`src/decodePkg.sv`:
```
// ~~~~~~~~~~~~~~~~~~~~
// Shared widths, opcodes, instruction views and control types of the decode stage
// Every decode file reads these through decodePkg:: scoped names
// ~~~~~~~~~~~~~~~~~~~~
package decodePkg;

   localparam int dataW           = 16;  // Data and instruction width
   localparam int regAddrW        = 3;   // Register address width
   localparam int numRegs         = 2 ** regAddrW;
   localparam int linkReg         = 7;   // JAL and JALR put the return address here
   localparam int linkShadowDepth = 3;   // Decode to writeback distance in stages
   localparam int instrBytes      = 2;   // PC step of one instruction

   // Field widths shared by all formats
   localparam int opW     = 5;
   localparam int funct2W = 2;
   localparam int imm5W   = 5;
   localparam int imm8W   = 8;
   localparam int disp11W = 11;

   // Jump opcodes
   localparam logic [opW-1:0] opJ    = 5'b00100;
   localparam logic [opW-1:0] opJr   = 5'b00101;
   localparam logic [opW-1:0] opJal  = 5'b00110;
   localparam logic [opW-1:0] opJalr = 5'b00111;
   localparam logic [opW-1:0] opAluR = 5'b11011;  // Register format ALU ops
   localparam logic [opW-1:0] opHalt = 5'b00000;

   // Upper three opcode bits that name an instruction group
   localparam logic [2:0] brGroup     = 3'b011;  // Low two bits carry the condition
   localparam logic [2:0] aluImmGroup = 3'b010;

   typedef logic [1:0] brCondT;
   localparam brCondT condEqz = 2'b00;
   localparam brCondT condNez = 2'b01;
   localparam brCondT condLtz = 2'b10;
   localparam brCondT condGez = 2'b11;

   typedef struct packed {
      logic [opW-1:0]      opcode;
      logic [regAddrW-1:0] rs;
      logic [regAddrW-1:0] rt;
      logic [regAddrW-1:0] rd;
      logic [funct2W-1:0]  funct2;
   } rFmtT;

   typedef struct packed {
      logic [opW-1:0]      opcode;
      logic [regAddrW-1:0] rs;
      logic [regAddrW-1:0] rd;
      logic [imm5W-1:0]    imm5;
   } iFmtT;

   typedef struct packed {
      logic [opW-1:0]      opcode;
      logic [regAddrW-1:0] rs;
      logic [imm8W-1:0]    imm8;
   } bFmtT;

   typedef struct packed {
      logic [opW-1:0]     opcode;
      logic [disp11W-1:0] disp11;
   } jFmtT;

   // One 16-bit word, read through the view its opcode calls for
   typedef union packed {
      rFmtT rFmt;
      iFmtT iFmt;
      bFmtT bFmt;
      jFmtT jFmt;
   } instrWordT;

   typedef struct packed {
      logic   isBranch;
      brCondT brCond;
      logic   isJump;
      logic   isLink;  // JAL or JALR
      logic   isHalt;
   } ctrlT;

   typedef struct packed {
      logic                en;
      logic [regAddrW-1:0] addr;
      logic [dataW-1:0]    data;
   } wbPortT;

   // Sign extension for each immediate format
   function automatic logic [dataW-1:0] sextImm5(input logic [imm5W-1:0] v);
      return {{(dataW - imm5W){v[imm5W-1]}}, v};
   endfunction

   function automatic logic [dataW-1:0] sextImm8(input logic [imm8W-1:0] v);
      return {{(dataW - imm8W){v[imm8W-1]}}, v};
   endfunction

   function automatic logic [dataW-1:0] sextDisp11(input logic [disp11W-1:0] v);
      return {{(dataW - disp11W){v[disp11W-1]}}, v};
   endfunction

endpackage
```
`src/decodeStage.sv`:
```
// ~~~~~~~~~~~~~~~~~~~~
// Decode stage top level
// Decoder feeds the register file and branch logic, write control owns the write port
// ~~~~~~~~~~~~~~~~~~~~
`timescale 1ns/1ps
`default_nettype none

module decodeStage (
   input  logic                           clk,
   input  logic                           rstN,
   input  decodePkg::instrWordT           instr,
   input  logic [decodePkg::dataW-1:0]    pcNow,
   input  decodePkg::wbPortT              wbIn,
   input  logic                           halt,
   output logic [decodePkg::dataW-1:0]    reg1Data,
   output logic [decodePkg::dataW-1:0]    reg2Data,
   output logic [decodePkg::dataW-1:0]    imm,
   output decodePkg::ctrlT                ctrl,
   output logic                           pcSel
);

   logic [decodePkg::regAddrW-1:0] rsAddr;
   logic [decodePkg::regAddrW-1:0] rtAddr;
   decodePkg::wbPortT              wrPort;  // Final write into the register file

   instrDecoder uDecoder (
      .instr  (instr),
      .rsAddr (rsAddr),
      .rtAddr (rtAddr),
      .ctrl   (ctrl),
      .imm    (imm)
   );

   writePortCtrl uWriteCtrl (
      .clk    (clk),
      .rstN   (rstN),
      .isLink (ctrl.isLink),
      .pcNow  (pcNow),
      .wbIn   (wbIn),
      .wrPort (wrPort)
   );

   regFile uRegFile (
      .clk     (clk),
      .rstN    (rstN),
      .rdAddr1 (rsAddr),
      .rdAddr2 (rtAddr),
      .wrPort  (wrPort),
      .rdData1 (reg1Data),
      .rdData2 (reg2Data)
   );

   // Conditions test the Rs value read this cycle
   branchResolve uBranch (
      .ctrl   (ctrl),
      .rsData (reg1Data),
      .halt   (halt),
      .pcSel  (pcSel)
   );

endmodule

`default_nettype wire

```
`src/branchResolve.sv`:
```
// ~~~~~~~~~~~~~~~~~~~~
// Branch and jump resolution into the PC-select strobe
// ~~~~~~~~~~~~~~~~~~~~
`timescale 1ns/1ps
`default_nettype none

module branchResolve (
   input  decodePkg::ctrlT                ctrl,
   input  logic [decodePkg::dataW-1:0]    rsData,
   input  logic                           halt,
   output logic                           pcSel
);

   logic rsZero;
   logic rsNeg;
   logic taken;

   assign rsZero = (rsData == '0);
   assign rsNeg  = rsData[decodePkg::dataW-1];  // Sign bit of Rs

   always_comb begin
      taken = 1'b0;
      case (ctrl.brCond)
         decodePkg::condEqz: taken = rsZero;
         decodePkg::condNez: taken = !rsZero;
         decodePkg::condLtz: taken = rsNeg;
         decodePkg::condGez: taken = !rsNeg;   // Zero counts as not negative
         default:            taken = 1'b0;
      endcase
   end

   // Jumps always redirect, and halt freezes the PC
   assign pcSel = !halt && (ctrl.isJump || (ctrl.isBranch && taken));

endmodule

`default_nettype wire

```
`src/regFile.sv`:
```
// ~~~~~~~~~~~~~~~~~~~~
// Eight-entry register file of the decode stage
// Two combinational reads and one write at the rising edge, no write bypass
// ~~~~~~~~~~~~~~~~~~~~
`timescale 1ns/1ps
`default_nettype none

module regFile (
   input  logic                            clk,
   input  logic                            rstN,
   input  logic [decodePkg::regAddrW-1:0]  rdAddr1,
   input  logic [decodePkg::regAddrW-1:0]  rdAddr2,
   input  decodePkg::wbPortT               wrPort,
   output logic [decodePkg::dataW-1:0]     rdData1,
   output logic [decodePkg::dataW-1:0]     rdData2
);

   logic [decodePkg::dataW-1:0] regs [decodePkg::numRegs];

   // All registers start at zero
   always_ff @(posedge clk or negedge rstN) begin
      if (!rstN) begin
         for (int i = 0; i < decodePkg::numRegs; i++) begin
            regs[i] <= '0;
         end
      end else if (wrPort.en) begin
         regs[wrPort.addr] <= wrPort.data;
      end
   end

   // Reads see the value from before this edge
   assign rdData1 = regs[rdAddr1];  // Rs
   assign rdData2 = regs[rdAddr2];  // Rt

endmodule

`default_nettype wire

```
`src/writePortCtrl.sv`:
```
// ~~~~~~~~~~~~~~~~~~~~
// Register file write port control
// Link writes go first, and a link instruction's own writeback is dropped
// ~~~~~~~~~~~~~~~~~~~~
`timescale 1ns/1ps
`default_nettype none

module writePortCtrl (
   input  logic                           clk,
   input  logic                           rstN,
   input  logic                           isLink,
   input  logic [decodePkg::dataW-1:0]    pcNow,
   input  decodePkg::wbPortT              wbIn,
   output decodePkg::wbPortT              wrPort
);

   // Bit 0 follows the instruction into execute, the top bit marks writeback
   logic [decodePkg::linkShadowDepth-1:0] linkShadow;
   logic wbIsLink;  // The instruction now in writeback was JAL or JALR
   logic [decodePkg::dataW-1:0] returnAddr;

   always_ff @(posedge clk or negedge rstN) begin
      if (!rstN) begin
         linkShadow <= '0;
      end else begin
         linkShadow <= {linkShadow[decodePkg::linkShadowDepth-2:0], isLink};
      end
   end

   assign wbIsLink   = linkShadow[decodePkg::linkShadowDepth-1];
   assign returnAddr = pcNow + decodePkg::dataW'(decodePkg::instrBytes);

   always_comb begin
      // Default passes the writeback fields through with the strobe low
      wrPort      = wbIn;
      wrPort.en   = 1'b0;
      if (isLink) begin
         wrPort.en   = 1'b1;
         wrPort.addr = decodePkg::regAddrW'(decodePkg::linkReg);
         wrPort.data = returnAddr;
      end else if (wbIn.en && !wbIsLink) begin
         wrPort.en = 1'b1;  // Ordinary writeback lands
      end
   end

endmodule

`default_nettype wire

```
`src/instrDecoder.sv`:
```
// ~~~~~~~~~~~~~~~~~~~~
// Instruction decoder of the decode stage
// Splits the word into register addresses, control flags and the immediate
// ~~~~~~~~~~~~~~~~~~~~
`timescale 1ns/1ps
`default_nettype none

module instrDecoder (
   input  decodePkg::instrWordT             instr,
   output logic [decodePkg::regAddrW-1:0]   rsAddr,
   output logic [decodePkg::regAddrW-1:0]   rtAddr,
   output decodePkg::ctrlT                  ctrl,
   output logic [decodePkg::dataW-1:0]      imm
);

   logic [decodePkg::opW-1:0] opcode;
   logic isAluImm;
   logic isBrOp;
   logic isJumpOp;
   logic isLinkOp;
   logic usesImm8;  // Branches and register jumps share the 8-bit field

   assign opcode = instr.jFmt.opcode;  // Opcode sits in the same bits in every view

   // Rs and Rt never move between formats, so the R view serves all
   assign rsAddr = instr.rFmt.rs;
   assign rtAddr = instr.rFmt.rt;

   assign isAluImm = (opcode[4:2] == decodePkg::aluImmGroup);
   assign isBrOp   = (opcode[4:2] == decodePkg::brGroup);
   assign isLinkOp = (opcode == decodePkg::opJal) || (opcode == decodePkg::opJalr);
   assign isJumpOp = (opcode == decodePkg::opJ) || (opcode == decodePkg::opJr) || isLinkOp;
   assign usesImm8 = isBrOp || (opcode == decodePkg::opJr) || (opcode == decodePkg::opJalr);

   always_comb begin
      ctrl          = '0;
      ctrl.isBranch = isBrOp;
      ctrl.isJump   = isJumpOp;
      ctrl.isLink   = isLinkOp;
      ctrl.isHalt   = (opcode == decodePkg::opHalt);
      if (isBrOp) begin
         ctrl.brCond = decodePkg::brCondT'(opcode[1:0]);  // Condition rides in the opcode
      end
   end

   // Immediate selection by format
   always_comb begin
      imm = '0;  // Register format and all other opcodes have no immediate
      if (isAluImm) begin
         imm = decodePkg::sextImm5(instr.iFmt.imm5);
      end else if (usesImm8) begin
         imm = decodePkg::sextImm8(instr.bFmt.imm8);
      end else if ((opcode == decodePkg::opJ) || (opcode == decodePkg::opJal)) begin
         imm = decodePkg::sextDisp11(instr.jFmt.disp11);  // PC relative displacement
      end
   end

endmodule

`default_nettype wire

```
`config.mk`:
```
export PLATFORM = sky130hd
export DESIGN_NAME = decodeStage
export DESIGN_NICKNAME = d
export VERILOG_FILES = /design/src/decodePkg.sv /design/src/decodeStage.sv /design/src/branchResolve.sv /design/src/regFile.sv /design/src/writePortCtrl.sv /design/src/instrDecoder.sv
export SDC_FILE = /design/constraint.sdc
export NUM_CORES = 1
export LEC_CHECK = 0
export BUFFER_PORTS_ARGS = -buffer_cell sky130_fd_sc_hd__buf_2
export CAP_MARGIN = 15
export CORE_UTILIZATION = 54
export CTS_BUF_LIST = sky130_fd_sc_hd__clkbuf_4
export DETAILED_ROUTE_END_ITERATION = 8
export PLACE_DENSITY_LB_ADDON = 0.1
export SYNTH_ARGS = -nofsm -noshare
export SYNTH_HDL_FRONTEND = slang
export SYNTH_SLANG_ARGS = --single-unit
```
`constraint.sdc`:
```
create_clock -name clk -period 2.25 [get_ports clk]
set_clock_uncertainty 0.2 [all_clocks]
set_input_delay 0.3375 -clock clk [delete_from_list [all_inputs] [get_ports clk]]
set_output_delay 0.3375 -clock clk [all_outputs]
set_load 0.1 [all_outputs]
```
Yosys cells after proc, flatten, opt, wreduce, memory -nomap -nowiden. Cells that the tools add are included.

Register bits: 131. Latch bits: 0. RAM bits: 0. ROM bits: 0. Output and inout port bits: 55. Memories: 0.

Add/subtract/negate cells: 1. Multiply operators: 0. Div/mod/pow operators: 0. Order comparisons: 4. Eq/ne operators: 9. Shifts and indexed selects: 0. Mux-type cells: 17. Bitwise gates (word level): 3. Reductions and logical operators: 18.

Operator list (number): $bwmux W128 (1); $mux W16 (8); $bmux W16 S3 (2); $demux W16 S3 (1); $eq A5 B3 Y1 const B (4); $mux W19 (1); $add A16 B2 Y16 const B (1); $logic_not A16 Y1 (1); $ge A4 B4 Y1 const B (3); $not A3 Y4 (3); $logic_or A1 B1 Y1 (7); $eq A3 B2 Y1 const B (2); $logic_not A5 Y1 (1); $eq A2 B2 Y1 const B (2); $logic_and A1 B1 Y1 (4); $logic_not A1 Y1 (4); $lt A4 B1 Y1 const B (1); $pmux W1 S4 (1); $eq A2 B1 Y1 const B (1); $logic_not A2 Y1 (1); $mux W1 (2); $mux W2 (1).

Logic depth before layout (Yosys ltp). Gate-level depths: netlist of the first run.

Depth after elaboration: 10. Mapped depth: 10. Depth with buffers taken out: 7.

By module. A second synthesis of the first run with hierarchy kept.

Cell total of the unflattened synthesis: 528. Area total of the unflattened synthesis: 7963.9 um^2.

Modules (own cells, without submodules): regFile (times used 1, cells each 393, area an instance 7000.5 um^2, sequential area each 3203.1 um^2); writePortCtrl (times used 1, cells each 78, area an instance 556.8 um^2, sequential area each 75.1 um^2); instrDecoder (times used 1, cells each 46, area an instance 325.3 um^2, sequential area each 0.0 um^2); branchResolve (times used 1, cells each 11, area an instance 81.3 um^2, sequential area each 0.0 um^2).

Least setup slack after synthesis of the first run. OpenSTA, ideal clock, no wires.

Path type: in2out. From: in instr[9] in the netlist's numbering. To: out pcSel. Arrival: 5054 ps. Data required time: 1712 ps. Setup slack: -3342 ps. Cell stages on the path: 8. Buffers on the path: 2. Path through: buf_4 -> nand2_1 -> buf_4 -> o221ai_1 -> nor4_1 -> nand4_1 -> nor2_1 -> a211oi_1.

Word-level cells in the longest chain between the ends: 10. Elaborated cells on any way between the ends: 11.

RTL lines: from (decl) (line decodeStage.sv:11) `input decodePkg::instrWordT instr,`; $not A3 Y4 (implied by the code) (*) (line regFile.sv:32) `assign rdData1 = regs[rdAddr1];`; $bmux W16 S3 (*) (line regFile.sv:32); $mux W16 (implied by the code) (*) (2 in a row) (line regFile.sv:32); named net reg1Data, one bit (line decodeStage.sv:15) `output logic [decodePkg::dataW-1:0] reg1Data,`; $logic_not A16 Y1 (*) (line branchResolve.sv:18) `assign rsZero = (rsData == '0);`; $logic_not A1 Y1 (line branchResolve.sv:25) `decodePkg::condNez: taken = !rsZero;`; $pmux W1 S4 (*) (line branchResolve.sv:23) `case (ctrl.brCond)`; $logic_and A1 B1 Y1 (*) (line branchResolve.sv:33) `assign pcSel = !halt && (ctrl.isJump || (ctrl.isBranch && taken));`; $logic_or A1 B1 Y1 (*) (line branchResolve.sv:33); $logic_and A1 B1 Y1 (*) (line branchResolve.sv:33); to (decl) (line decodeStage.sv:19) `output logic pcSel`.

Mark *: on every way through the listed nets, which the timed path passes. The rest lies on a longest branch. The select of a mux whose other input is x is not followed.

Final worst setup path of the first run.
From: reg uRegFile.regs[18] in the netlist's numbering. To: out pcSel.

Word-level cells in the longest chain between the ends: 9.

RTL lines: from (decl) (line regFile.sv:18) `logic [decodePkg::dataW-1:0] regs [decodePkg::numRegs];`; from (signal, indexed assignment) (line regFile.sv:27) `regs[wrPort.addr] <= wrPort.data;`; $bmux W16 S3 (*) (line regFile.sv:32); $mux W16 (implied by the code) (*) (2 in a row) (line regFile.sv:32); $logic_not A16 Y1 (*) (line branchResolve.sv:18); $logic_not A1 Y1 (line branchResolve.sv:25); $pmux W1 S4 (*) (line branchResolve.sv:23); $logic_and A1 B1 Y1 (*) (line branchResolve.sv:33); $logic_or A1 B1 Y1 (*) (line branchResolve.sv:33); $logic_and A1 B1 Y1 (*) (line branchResolve.sv:33).

Every way passes the cells marked *; elsewhere a longest branch is shown, timed or not. The select of a mux whose other input is x is not followed.

==> summary.txt, run 1 <==
Run status
  – Status: finished with violations
  – Failing checks: negative setup slack

Worst setup path
  – Critical Path AT: approximately 3600 ps
  – Worst reg2reg startpoint: uWriteCtrl.linkShadow[2]
  – Critical Path Source Type: flip-flop
  – CP Data Required Time: approximately 1700 ps
  – CP Max Fanout: 2
  – FF-to-FF End: uRegFile.regs[19]
  – R2R depth: 5
  – Crit. End Element: output port
  – Reg2reg setup slack: ~150 ps
  – Worst Setup Path Type: flip-flop to output port

Pwr
  – Cell area power density: between 900 and 1000 nW/µm²
  – Gate power share: 0.527
  – Sequential power share: 0.306
  – Switching Fraction: 0.399
  – Clock power frac: 0.167
  – Internal power: 6.63 mW
  – Max rail drop VDD: approximately 0.0009 V
  – Pwr Total: approximately 11 mW
  – Leak: about 5.4 nW
  – Switching Power: 4.40 mW

Synthesis
  – Mapped Area: ~7600 µm²
  – Sequential fraction of the synthesis area: 0.434
  – Post-synth EDFFs: 0
  – Number of synthesized register bits: approximately 130
  – Ys Warns: 0
  – Mean post-synth cell area: 11.8 µm²
  – Mapped Nets: between 600 and 700
  – Unique masters post-synth: 43
  – Main flop type after synthesis: dfrtp_1
  – Post-synthesis async set-or-reset flop share: 1.00
  – Main area contributors after synthesis: dfrtp_1 43%, mux2_2 18%, mux4_2 10%
  – Area share of the largest cell type after synthesis: 0.434
  – Syn Inst Count: about 640
  – Largest area contributor in the netlist: dfrtp_1

STA
  – Max Fclk: around 240 MHz
  – Slew @ Worst Pin: between 800 and 900 ps
  – Final Setup Violations: 33
  – Max-slew violations: 0
  – Worst hold margin: about 42 ps
  – Slew Limit Headroom: 0.452
  – Final cycle utilization of the critical path: 1.83
  – Final setup TNS: -15230 ps
  – Worst setup slack after layout: -1870 ps
  – Min cycle time layout: slightly above 4000 ps
  – RSZ-0062 raised after global routing: yes
  – Fin. Hold Viols: 0

Floorplan
  – Die Span X: 120 µm
  – Full die area: about 14000 µm²
  – IO Pins: 110
  – Rows: 42
  – Initial core utilization: 0.562
  – Die span in y: approximately 120 µm
  – CORE AREA: approximately 13000 µm²

GRT
  – Largest net degree at the start of global routing: 68
  – Global routing's busiest layer: met2
  – Met1 usage: 0.464
  – Total global-route track usage: 0.385
  – First-pass GRT wire length: ~41000 µm
  – Initial antenna violation count: 0
  – Vias in the first global route: 7369
  – M3 GR Usage: 0.0906
  – Total congestion overflow: 0
  – GR Util met2: 0.632

Finish
  – Post-route design area: ~12000 µm²
  – Area delta synth->final: 54.5%
  – Fill cell count: a little under 600
  – Commonest non-fill, non-tap cells in the layout: 131 x dfrtp_1, 126 x buf_4, 93 x mux2_2, 73 x buf_12
  – Final Util: 0.868
  – # nets final: approximately 990
  – FF+latch area: ~3300 µm²
  – Layout cells sized above 1: 0.585
  – Non-filler cells in the finished layout: about 1.1k
  – Multi-input logic area: ~4400 µm²
  – Diodes inserted: 0
  – Most common cell after layout, fill and taps aside: dfrtp_1

Placed design
  – Placed Cells: ~1.0k
  – Port bufs: around 110
  – Placement Setup Slack: -1090 ps
  – Placed cell areas: about 10000 µm²
  – Final HPWL DP: 16700 µm
  – GP Congestion: roughly 0.93

Route
  – Routed wire length: 29400 µm
  – Via count: ~7.4k
  – DR DRC count: 0
  – Detailed Routing Iterations Pass 1: 7
  – Drt via density: 6.58
  – Final antenna-violating net count: 0
  – Initial drt markers: roughly 870
  – WL/cell: between 20 and 30 µm

Run
  – Max-Cap Viols: 0

Min path
  – Hold Path Depth: 4
  – WHS Endpoint: uRegFile.regs[112]
  – Worst min path class: input port to flip-flop
  – Min-delay src: wbIn[0]

Clock tree
  – CTS Buffer Depth: 2
  – CTS Buf Count: 17
  – CTS Root Buffer Type: clkbuf_4
  – H-tree levels: 4
  – CTS tree: built
  – Clk sinks: 131
  – Clock Latency Late Sink: approximately 570 ps
  – Clk slew on worst S/H paths: ~140 ps
power by group through the flow:
stage / clock (mW) / sequential [mW] / combinational, mW
3_3_place_gp: 0 / 3.29 / 4.44
4_1_cts: 1.84 / 3.28 / 5.31
5_1_grt: 1.94 / 3.39 / 5.98
3_5_place_dp: 0 / 3.32 / 4.57
6_report: 1.84 / 3.38 / 5.81
2_1_floorplan: 0 / 3.20 / 2.94
cell families after synthesis:
logic type,count (synthesis),share of synthesized area
compound gates,101,0.0830
simple gates,146,0.0926
mux,190,0.332
flops,131,0.434
fa+ha+maj,1,0.00166
xor+xnor,13,0.0151
buf+inv,57,0.0416
routing by layer:
layer,up-vias,part of all wire
met5,-,0
met4,0,0.072
li1,2957,-
met3,194,0.10
met1,3612,0.35
met2,600,0.48
cells in the mapped netlist (all sizes together), types with 9 or more instances:
cell / count
mux2: 120
mux4: 36
dfrtp: 131
a21oi: 24
buf: 35
nand3: 10
nand2: 63
mux2i: 34
o21ai: 37
nor2: 36
o22ai: 12
a221o: 12
clkbuf: 16
a21o: 9
what timing repair did:
action,4_1_cts,5_1_grt
endpoints found under the hold margin,132,0
pin swaps,10,7
endpoints found under the setup margin,33,43
resized for setup,132,41
gates cloned,0,0
buffers inserted,31,28
hold buffers,2,0
sequential cells by signal (all words and copies together) (netlist names):
name                   flops
uRegFile.regs            128
uWriteCtrl.linkShadow      3
worst max path at each step:
stage / from / endpoint / slack (ps) / cells past startpoint
after floorplan: instr[8] / pcSel / -1140 / 7
after global placement: instr[8] / pcSel / -1060 / 11
after detailed placement: instr[8] / pcSel / -1090 / 10
after CTS: uRegFile.regs[68] / pcSel / -1240 / 9
after global routing: uRegFile.regs[18] / pcSel / -1790 / 8
final: uRegFile.regs[18] / pcSel / -1870 / 8
critical path, cell delays in order, from the launching register on:
cell,delay [ps]
dfrtp_1,450
mux2i_1,570
o22ai_1,240
a221o_4,400
nor4_1,460
nand4_1,210
buf_4,210
a211oi_4,240
buf_12,210
final cells by class:
type | count | share of cell area
Clock buffer | 18 | 0.0116
Sequential cell | 131 | 0.281
Clock inverter | 14 | 0.0160
Tap cell | 176 | 0.0189
Inverter | 6 | 0.00193
Multi-Input combinational cell | 451 | 0.377
Timing Repair Buffer | 323 | 0.293
(Power assumes the default switching activity.)
==> run 2, diff against run 1 <==
--- a/config.mk
+++ b/config.mk
@@ -5,11 +5,10 @@
 export SDC_FILE = /design/constraint.sdc
 export NUM_CORES = 1
 export LEC_CHECK = 0
-export BUFFER_PORTS_ARGS = -buffer_cell sky130_fd_sc_hd__buf_2
-export CAP_MARGIN = 15
-export CORE_UTILIZATION = 54
+export CORE_UTILIZATION = 55
 export CTS_BUF_LIST = sky130_fd_sc_hd__clkbuf_4
 export DETAILED_ROUTE_END_ITERATION = 8
+export DONT_BUFFER_PORTS = 1
 export PLACE_DENSITY_LB_ADDON = 0.1
 export SYNTH_ARGS = -nofsm -noshare
 export SYNTH_HDL_FRONTEND = slang
==> run 2 against run 1 <==
- the run ends with negative hold slack, negative setup slack left
- utilization fell by 8.1 points
- sequential share of layout area grew 3.3 points
- wire length is 20% lower
- flip-flop and latch count is the same
- worst hold slack worse by 760 ps
- fmax grew 22%
- largest cell class unchanged
- highest routed layer unchanged
==> summary.txt, run 2 (same netlist as run 1, synthesis figures left out) <==
Finish
  – Largest register FFs: 128 (unchanged)
  – Largest registers: uRegFile.regs: 128 flops, uWriteCtrl.linkShadow: 3 flops
  – Commonest non-fill, non-tap cells in the layout: 131 x dfrtp_1, 127 x buf_4, 94 x mux2_2, 62 x nand2_1, 43 x buf_6
  – Layout cells sized above 1: 0.504 (-0.0812)
  – Most common cell after layout, fill and taps aside: dfrtp_1
  – Area delta synth->final: 38.4%
  – Non-filler cells in the finished layout: 1016 (-9.2%)
  – Largest reg by FF count: uRegFile.regs
  – # nets final: 882 (-11%)

Worst setup path
  – Crit path max-delay family: compound AO/OA/AOI/OAI gates
  – Crit. End Element: output port
  – Critical Path AT: 2850 ps (-730 ps)
  – Critical Path Source Type: flip-flop
  – CP Max Fanout: 2 (unchanged)
  – R2R depth: 7 (+2)
  – Critical Path Sink: pcSel
  – Worst path depth: 9 (+1)
  – Worst reg2reg startpoint: uWriteCtrl.linkShadow[2]
  – CP Launch Point: uRegFile.regs[39]
  – Reg2reg setup slack: 180 ps (+30 ps)
  – Critical-path cell list: mux2i_1 -> o22ai_1 -> a221o_4 -> nor4_4 -> buf_4 -> nand4_1 -> buf_4 -> a211oi_4 -> buf_12
  – WP buf/inv: 3 (+1)
  – Worst Setup Path Type: flip-flop to output port
  – FF-to-FF End: uRegFile.regs[48]
  – CP Data Required Time: 1710 ps (about the same)
  – Slowest-stage cell, CP: dfrtp_1
  – Crit-path most repeated cell: buf_4
  – Peak per-stage delay on the critical path: 420 ps (-150 ps)

GRT
  – Largest net degree at the start of global routing: 132 (+94%)
  – Total congestion overflow: 0 (unchanged)
  – Total global-route track usage: 0.348 (-0.0377)
  – First-pass GRT wire length: 36300 µm (-11%)
  – Initial antenna violation count: 1 (+1)
  – Vias in the first global route: 6642 (-9.9%)

Route
  – Routed wire length: 23600 µm (-20%)
  – Met2 WL: 11800 µm (-17%)
  – Met3 WL: 1820 µm (-39%)
  – Initial drt markers: 598 (-31%)
  – Detailed Routing Iterations Pass 1: 7 (unchanged)
  – Met1 WL: 9190 µm (-9.7%)
  – WL/cell: 23.3 µm (-11%)
  – Via count: 6298 (-14%)
  – Drt via density: 6.20 (-5.8%)
  – Final antenna-violating net count: 0 (unchanged)
  – Top Layer Used: met4
  – DR DRC count: 0 (unchanged)

STA
  – Max-slew violations: 0 (unchanged)
  – Final setup TNS: -8990 ps (+6240 ps)
  – Slew Limit Headroom: 0.178 (-0.274)
  – Fin. Hold Viols: 131 (+131)
  – Slew @ Worst Pin: 1230 ps (+414 ps)
  – Worst setup slack after layout: -1130 ps (+738 ps)
  – RSZ-0062 raised after global routing: yes
  – Final Setup Violations: 33 (unchanged)
  – Min cycle time layout: 3380 ps (-738 ps)
  – Final cycle utilization of the critical path: 1.50 (-0.328)
  – Max Fclk: 296 MHz (+22%)
  – Worst hold margin: -721 ps (-763 ps)

Placed design
  – Final HPWL DP: 14800 µm (-11%)
  – GP Congestion: 0.854 (-7.8%)
  – Port bufs: 0 (-100%)
  – Placed Cells: 927 (-11%)
  – Placement Setup Slack: -763 ps (+330 ps)

Clock tree
  – Clk sinks: 131 (unchanged)
  – H-tree levels: 4 (unchanged)
  – Hold buffers post-CTS: 20 (+18)
  – CTS Root Buffer Type: clkbuf_4
  – CTS Buf Count: 17 (unchanged)
  – CTS Buffer Depth: 2 (unchanged)
  – Clock Latency Late Sink: 540 ps (-30 ps)
  – CTS tree: built
  – Clk slew on worst S/H paths: 120 ps (-20 ps)

Run
  – Max-Cap Viols: 0 (unchanged)

Floorplan
  – IO Pins: 110 (unchanged)
  – Die Span X: 119 µm (-0.90%)
  – Initial core utilization: 0.568 (+0.00666)
  – CORE AREA: 13300 µm² (-1.2%)
  – Rows: 42 (unchanged)
  – Full die area: 14200 µm² (-1.8%)
  – Die span in y: 119 µm (-0.90%)

Pwr
  – Leak: 4.72 nW (-12%)
  – Max rail drop VDD: 0.000641 V (-28%)
  – Cell area power density: 947 nW/µm² (+0.30%)

Run status
  – Failing checks: negative hold slack, negative setup slack
  – Status: finished with violations

Min path
  – Worst min path class: input port to async pin
==> run 2: changes by cell type in the layout (fill, tap and decap cells not counted), moves of 18 or more <==
cell | previous run | this run
dlygate4sd3_1 | 2 | 20
buf_12 | 73 | 28
buf_2 | 60 | 0
buf_6 | 62 | 43
==> run 2: final cells by class <==
class | count | area, µm²
repair buffers | 219 | 2230
fillers | 791 | 2840
flip-flops and latches | 131 | 3280
well taps | 176 | 220
clock inverters | 13 | 189
multi-input cells | 451 | 4380
inverters | 6 | 22.5
clock buffers | 19 | 143
diodes | 1 | 2.50
==> run 2: layer usage <==
layer,GRT usage,up-vias
met5,0,-
met4,0.177,0
met3,0.0886,65
met2,0.558,308
met1,0.436,3187
li1,-,2738
==> run 2: worst min path at each step <==
| stage | from | endpoint | slack (ps) |
|---|---|---|---|
| 2_1_floorplan | rstN | uRegFile.regs[0] | -160 |
| 3_3_place_gp | rstN | uRegFile.regs[41] | -150 |
| 5_1_grt | rstN | uRegFile.regs[32] | -790 |
| 4_1_cts | rstN | uRegFile.regs[39] | -760 |
| 6_report | rstN | uRegFile.regs[50] | -720 |
| 3_5_place_dp | rstN | uRegFile.regs[57] | -150 |
==> run 2: stage by stage <==
step | power, mW | utilization | instance area, µm² | hold WS [ps]
after CTS | 9.66 | 0.768 | 10200 | -763
after floorplan | 6.15 | - | 7880 | -158
after global placement | 7.13 | 0.690 | 9180 | -154
after detailed placement | 7.26 | 0.690 | 9180 | -153
after global routing | 10.3 | 0.787 | 10500 | -790
final | 9.91 | 0.787 | 10500 | -721
==> run 2: timing repair <==
| action | 4_1_cts | 5_1_grt |
|---|---|---|
| endpoints found under the hold margin | 198 | 131 |
| resized for setup | 89 | 35 |
| pin swaps | 13 | 4 |
| setup endpoints to repair | 33 | 35 |
| buffers inserted | 24 | 32 |
==> run 2: where the power goes <==
group,switching [mW],total [mW],internal (mW),leakage [nW]
Clock,0.879,1.88,0.999,0.180
Combinational,2.50,4.75,2.25,2.95
Sequential,0.380,3.28,2.90,1.59
==> run 3, diff against run 2 <==
--- a/config.mk
+++ b/config.mk
@@ -5,11 +5,12 @@
 export SDC_FILE = /design/constraint.sdc
 export NUM_CORES = 1
 export LEC_CHECK = 0
-export CORE_UTILIZATION = 55
+export CORE_UTILIZATION = 35
 export CTS_BUF_LIST = sky130_fd_sc_hd__clkbuf_4
 export DETAILED_ROUTE_END_ITERATION = 8
 export DONT_BUFFER_PORTS = 1
 export PLACE_DENSITY_LB_ADDON = 0.1
 export SYNTH_ARGS = -nofsm -noshare
 export SYNTH_HDL_FRONTEND = slang
+export SYNTH_HIERARCHICAL = 1
 export SYNTH_SLANG_ARGS = --single-unit
==> run 3 against run 2 <==
- the run still ends with negative hold slack, negative setup slack left
- critical endpoint unchanged
- critical path type unchanged
- die area up 64%
- clock power down 10%
- final cell count down 0.79%
- combinational power up 25%
- sequential share of layout area down 1.3 points
- via count down 13%
- total power up 11%
- global-route usage down 14 points
- flip-flop and latch count unchanged
- critical path depth down 2
==> summary.txt, run 3 <==
Finish
  – Largest reg by FF count: uRegFile/regs
  – Layout cells sized above 1: 0.696 (+0.192)
  – # nets final: 770 (-13%)
  – Post-route design area: 10900 µm² (+4.5%)
  – Largest registers: uRegFile/regs: 128 flops, uWriteCtrl/linkShadow: 3 flops
  – Most common cell after layout, fill and taps aside: dfrtp_1
  – Commonest non-fill, non-tap cells in the layout: 131 x dfrtp_1, 126 x buf_4, 106 x mux2_4, 61 x mux4_2, 59 x buf_6
  – Largest register FFs: 128 (unchanged)
  – Non-filler cells in the finished layout: 1008 (-0.79%)
  – Final Util: 0.495 (-0.292)
  – Area delta synth->final: 37.2%
  – Fill cell count: 1907 (+140%)

Pwr
  – Cell area power density: 1010 nW/µm² (+6.4%)
  – Leak: 4.84 nW (+2.5%)
  – Max rail drop VDD: 0.000478 V (-25%)

Synthesis
  – Mapped Nets: 584 (-16%)
  – Largest area contributor in the netlist: dfrtp_1
  – Most frequent cell after synthesis: mux2_2
  – Sequential fraction of the synthesis area: 0.412 (-0.0223)
  – Main flop type after synthesis: dfrtp_1
  – Unique masters post-synth: 46 (+7.0%)
  – Ys Warns: 6 (+6)
  – Number of synthesized register bits: 131 (unchanged)
  – Post-synth EDFFs: 0 (unchanged)
  – Main area contributors after synthesis: dfrtp_1 41%, mux2_2 23%, mux4_1 18%
  – Syn Inst Count: 528 (-17%)
  – Mean post-synth cell area: 15.1 µm² (+28%)
  – Mapped Area: 7960 µm² (+5.4%)
  – Post-synthesis async set-or-reset flop share: 1.00 (unchanged)
  – Top cells by count, synth: 161 x mux2_2, 131 x dfrtp_1, 56 x mux4_1
  – Area share of the largest cell type after synthesis: 0.412 (-0.0223)

STA
  – Final Setup Violations: 33 (unchanged)
  – Worst setup slack after layout: -1080 ps (+48.3 ps)
  – RSZ-0062 raised after global routing: yes
  – Min cycle time layout: 3330 ps (-48.3 ps)
  – Final cycle utilization of the critical path: 1.48 (-0.0215)
  – Worst hold margin: -714 ps (+7.22 ps)
  – Slew Limit Headroom: 0.557 (+0.379)
  – Max-slew violations: 0 (unchanged)
  – Max Fclk: 300 MHz (+1.4%)
  – Slew @ Worst Pin: 665 ps (-566 ps)
  – Fin. Hold Viols: 131 (unchanged)

Min path
  – Worst min path class: input port to async pin

Worst setup path
  – FF-to-FF End: uRegFile/regs[121]
  – Critical Path Sink: pcSel
  – Critical-path cell list: mux4_2 -> mux2_4 -> nor4_4 -> buf_4 -> nand4_1 -> o221ai_4 -> buf_12
  – Worst Setup Path Type: flip-flop to output port
  – Worst reg2reg startpoint: uWriteCtrl/linkShadow[2]
  – Critical Path Source Type: flip-flop
  – CP Launch Point: uRegFile/regs[11]
  – Reg2reg setup slack: 290 ps (+110 ps)
  – CP Max Fanout: 2 (unchanged)
  – Critical Path AT: 2800 ps (-50 ps)
  – R2R depth: 6 (-1)
  – Peak per-stage delay on the critical path: 470 ps (+50 ps)
  – Crit. End Element: output port
  – Slowest-stage cell, CP: mux4_2
  – CP Data Required Time: 1710 ps (about the same)

Clock tree
  – CTS Buffer Depth: 2 (unchanged)
  – CTS Root Buffer Type: clkbuf_4
  – Hold buffers post-CTS: 1 (-95%)
  – H-tree levels: 4 (unchanged)
  – CTS tree: built
  – Clock Latency Late Sink: 530 ps (about the same)
  – Clk slew on worst S/H paths: 120 ps (about the same)
  – Clk sinks: 131 (unchanged)
  – CTS Buf Count: 17 (unchanged)

Placed design
  – GP Congestion: 0.788 (-7.7%)
  – Port bufs: 0 (unchanged)
  – Placement Setup Slack: -628 ps (+135 ps)
  – Final HPWL DP: 14600 µm (-1.6%)
  – Placed cell areas: 10100 µm² (+10%)
  – Placed Cells: 950 (+2.5%)

GRT
  – Total congestion overflow: 0 (unchanged)
  – Vias in the first global route: 6090 (-8.3%)
  – Largest net degree at the start of global routing: 132 (unchanged)
  – First-pass GRT wire length: 36100 µm (-0.76%)
  – Initial antenna violation count: 1 (unchanged)
  – Total global-route track usage: 0.208 (-0.140)

Route
  – Drt via density: 5.44 (-12%)
  – DR DRC count: 0 (unchanged)
  – Detailed Routing Iterations Pass 1: 7 (unchanged)
  – WL/cell: 23.1 µm (-0.85%)
  – Final antenna-violating net count: 0 (unchanged)
  – Initial drt markers: 269 (-55%)
  – Via count: 5481 (-13%)
  – Routed wire length: 23300 µm (-1.6%)

Floorplan
  – IO Pins: 110 (unchanged)
  – Full die area: 23400 µm² (+64%)
  – Die Span X: 153 µm (+28%)
  – Rows: 54 (+29%)
  – Die span in y: 153 µm (+28%)
  – Initial core utilization: 0.360 (-0.208)
  – CORE AREA: 22100 µm² (+66%)

Run
  – Max-Cap Viols: 0 (unchanged)

Run status
  – Status: finished with violations
  – Failing checks: negative hold slack, negative setup slack
[run 3: where the power goes]
part           total (mW)  switching, mW  internal (mW)
registers            3.37          0.394           2.98
logic                5.95           2.84           3.11
clock network        1.69          0.936          0.757
[run 3: worst min-delay path by stage]
stage                              end  start
floorplan             uRegFile/regs[0]   rstN
global placement     uRegFile/regs[16]   rstN
detailed placement   uRegFile/regs[80]   rstN
CTS                  uRegFile/regs[10]   rstN
global route        uRegFile/regs[119]   rstN
finish               uRegFile/regs[95]   rstN
[run 3: area by class of cell]
class | instances | area [µm²] | area share
multi-input cells | 338 | 4700 | 0.430
repair buffers | 219 | 2280 | 0.209
clock inverters | 15 | 165 | 0.0151
inverters | 7 | 26.3 | 0.00240
clock buffers | 17 | 128 | 0.0117
well taps | 280 | 350 | 0.0321
flip-flops and latches | 131 | 3280 | 0.300
diodes | 1 | 2.50 | 0.000229
[run 3: per-layer routing]
layer | vias up | global-route usage | routed length [µm]
li1 | 2391 | - | -
met1 | 2898 | 0.281 | 10500
met2 | 177 | 0.344 | 11400
met3 | 15 | 0.0417 | 1160
met4 | 0 | 0.0505 | 198
met5 | - | 0 | 0
[run 3: cell families (layout without fill, tap and decap cells)]
kind of cell             after synthesis  in the layout  share of synthesized area
AND/OR/NAND/NOR                       72             72                     0.0644
flip-flops                           131            131                      0.412
other                                  0              1                          0
XOR/XNOR                              14             14                     0.0154
multiplexers                         229            229                      0.440
AO/OA/AOI/OAI                         22             22                     0.0173
buffers and inverters                 59            258                     0.0493
adder cells (fa/ha/maj)                1              1                    0.00157
[run 3: what timing repair did]
item	CTS	global route
pin swaps	2	3
cloned	0	0
gates resized for setup	149	43
setup buffers	32	31
setup endpoints to repair	33	33
hold endpoints to repair	139	131
[run 3: critical path: cells and delay by family, from the launching register on]
kind / cells / cell delay (ps)
flops: 1 / 420
buf+inv: 2 / 360
compound gates: 1 / 240
mux: 2 / 780
simple gates: 2 / 450
[run 3: stage by stage]
stage	setup TNS (ps)	power, mW
2_1_floorplan	-31970	6.92
3_3_place_gp	-3300	8.31
3_5_place_dp	-3730	8.43
4_1_cts	-11850	10.9
5_1_grt	-13740	11.5
6_report	-10370	11.0
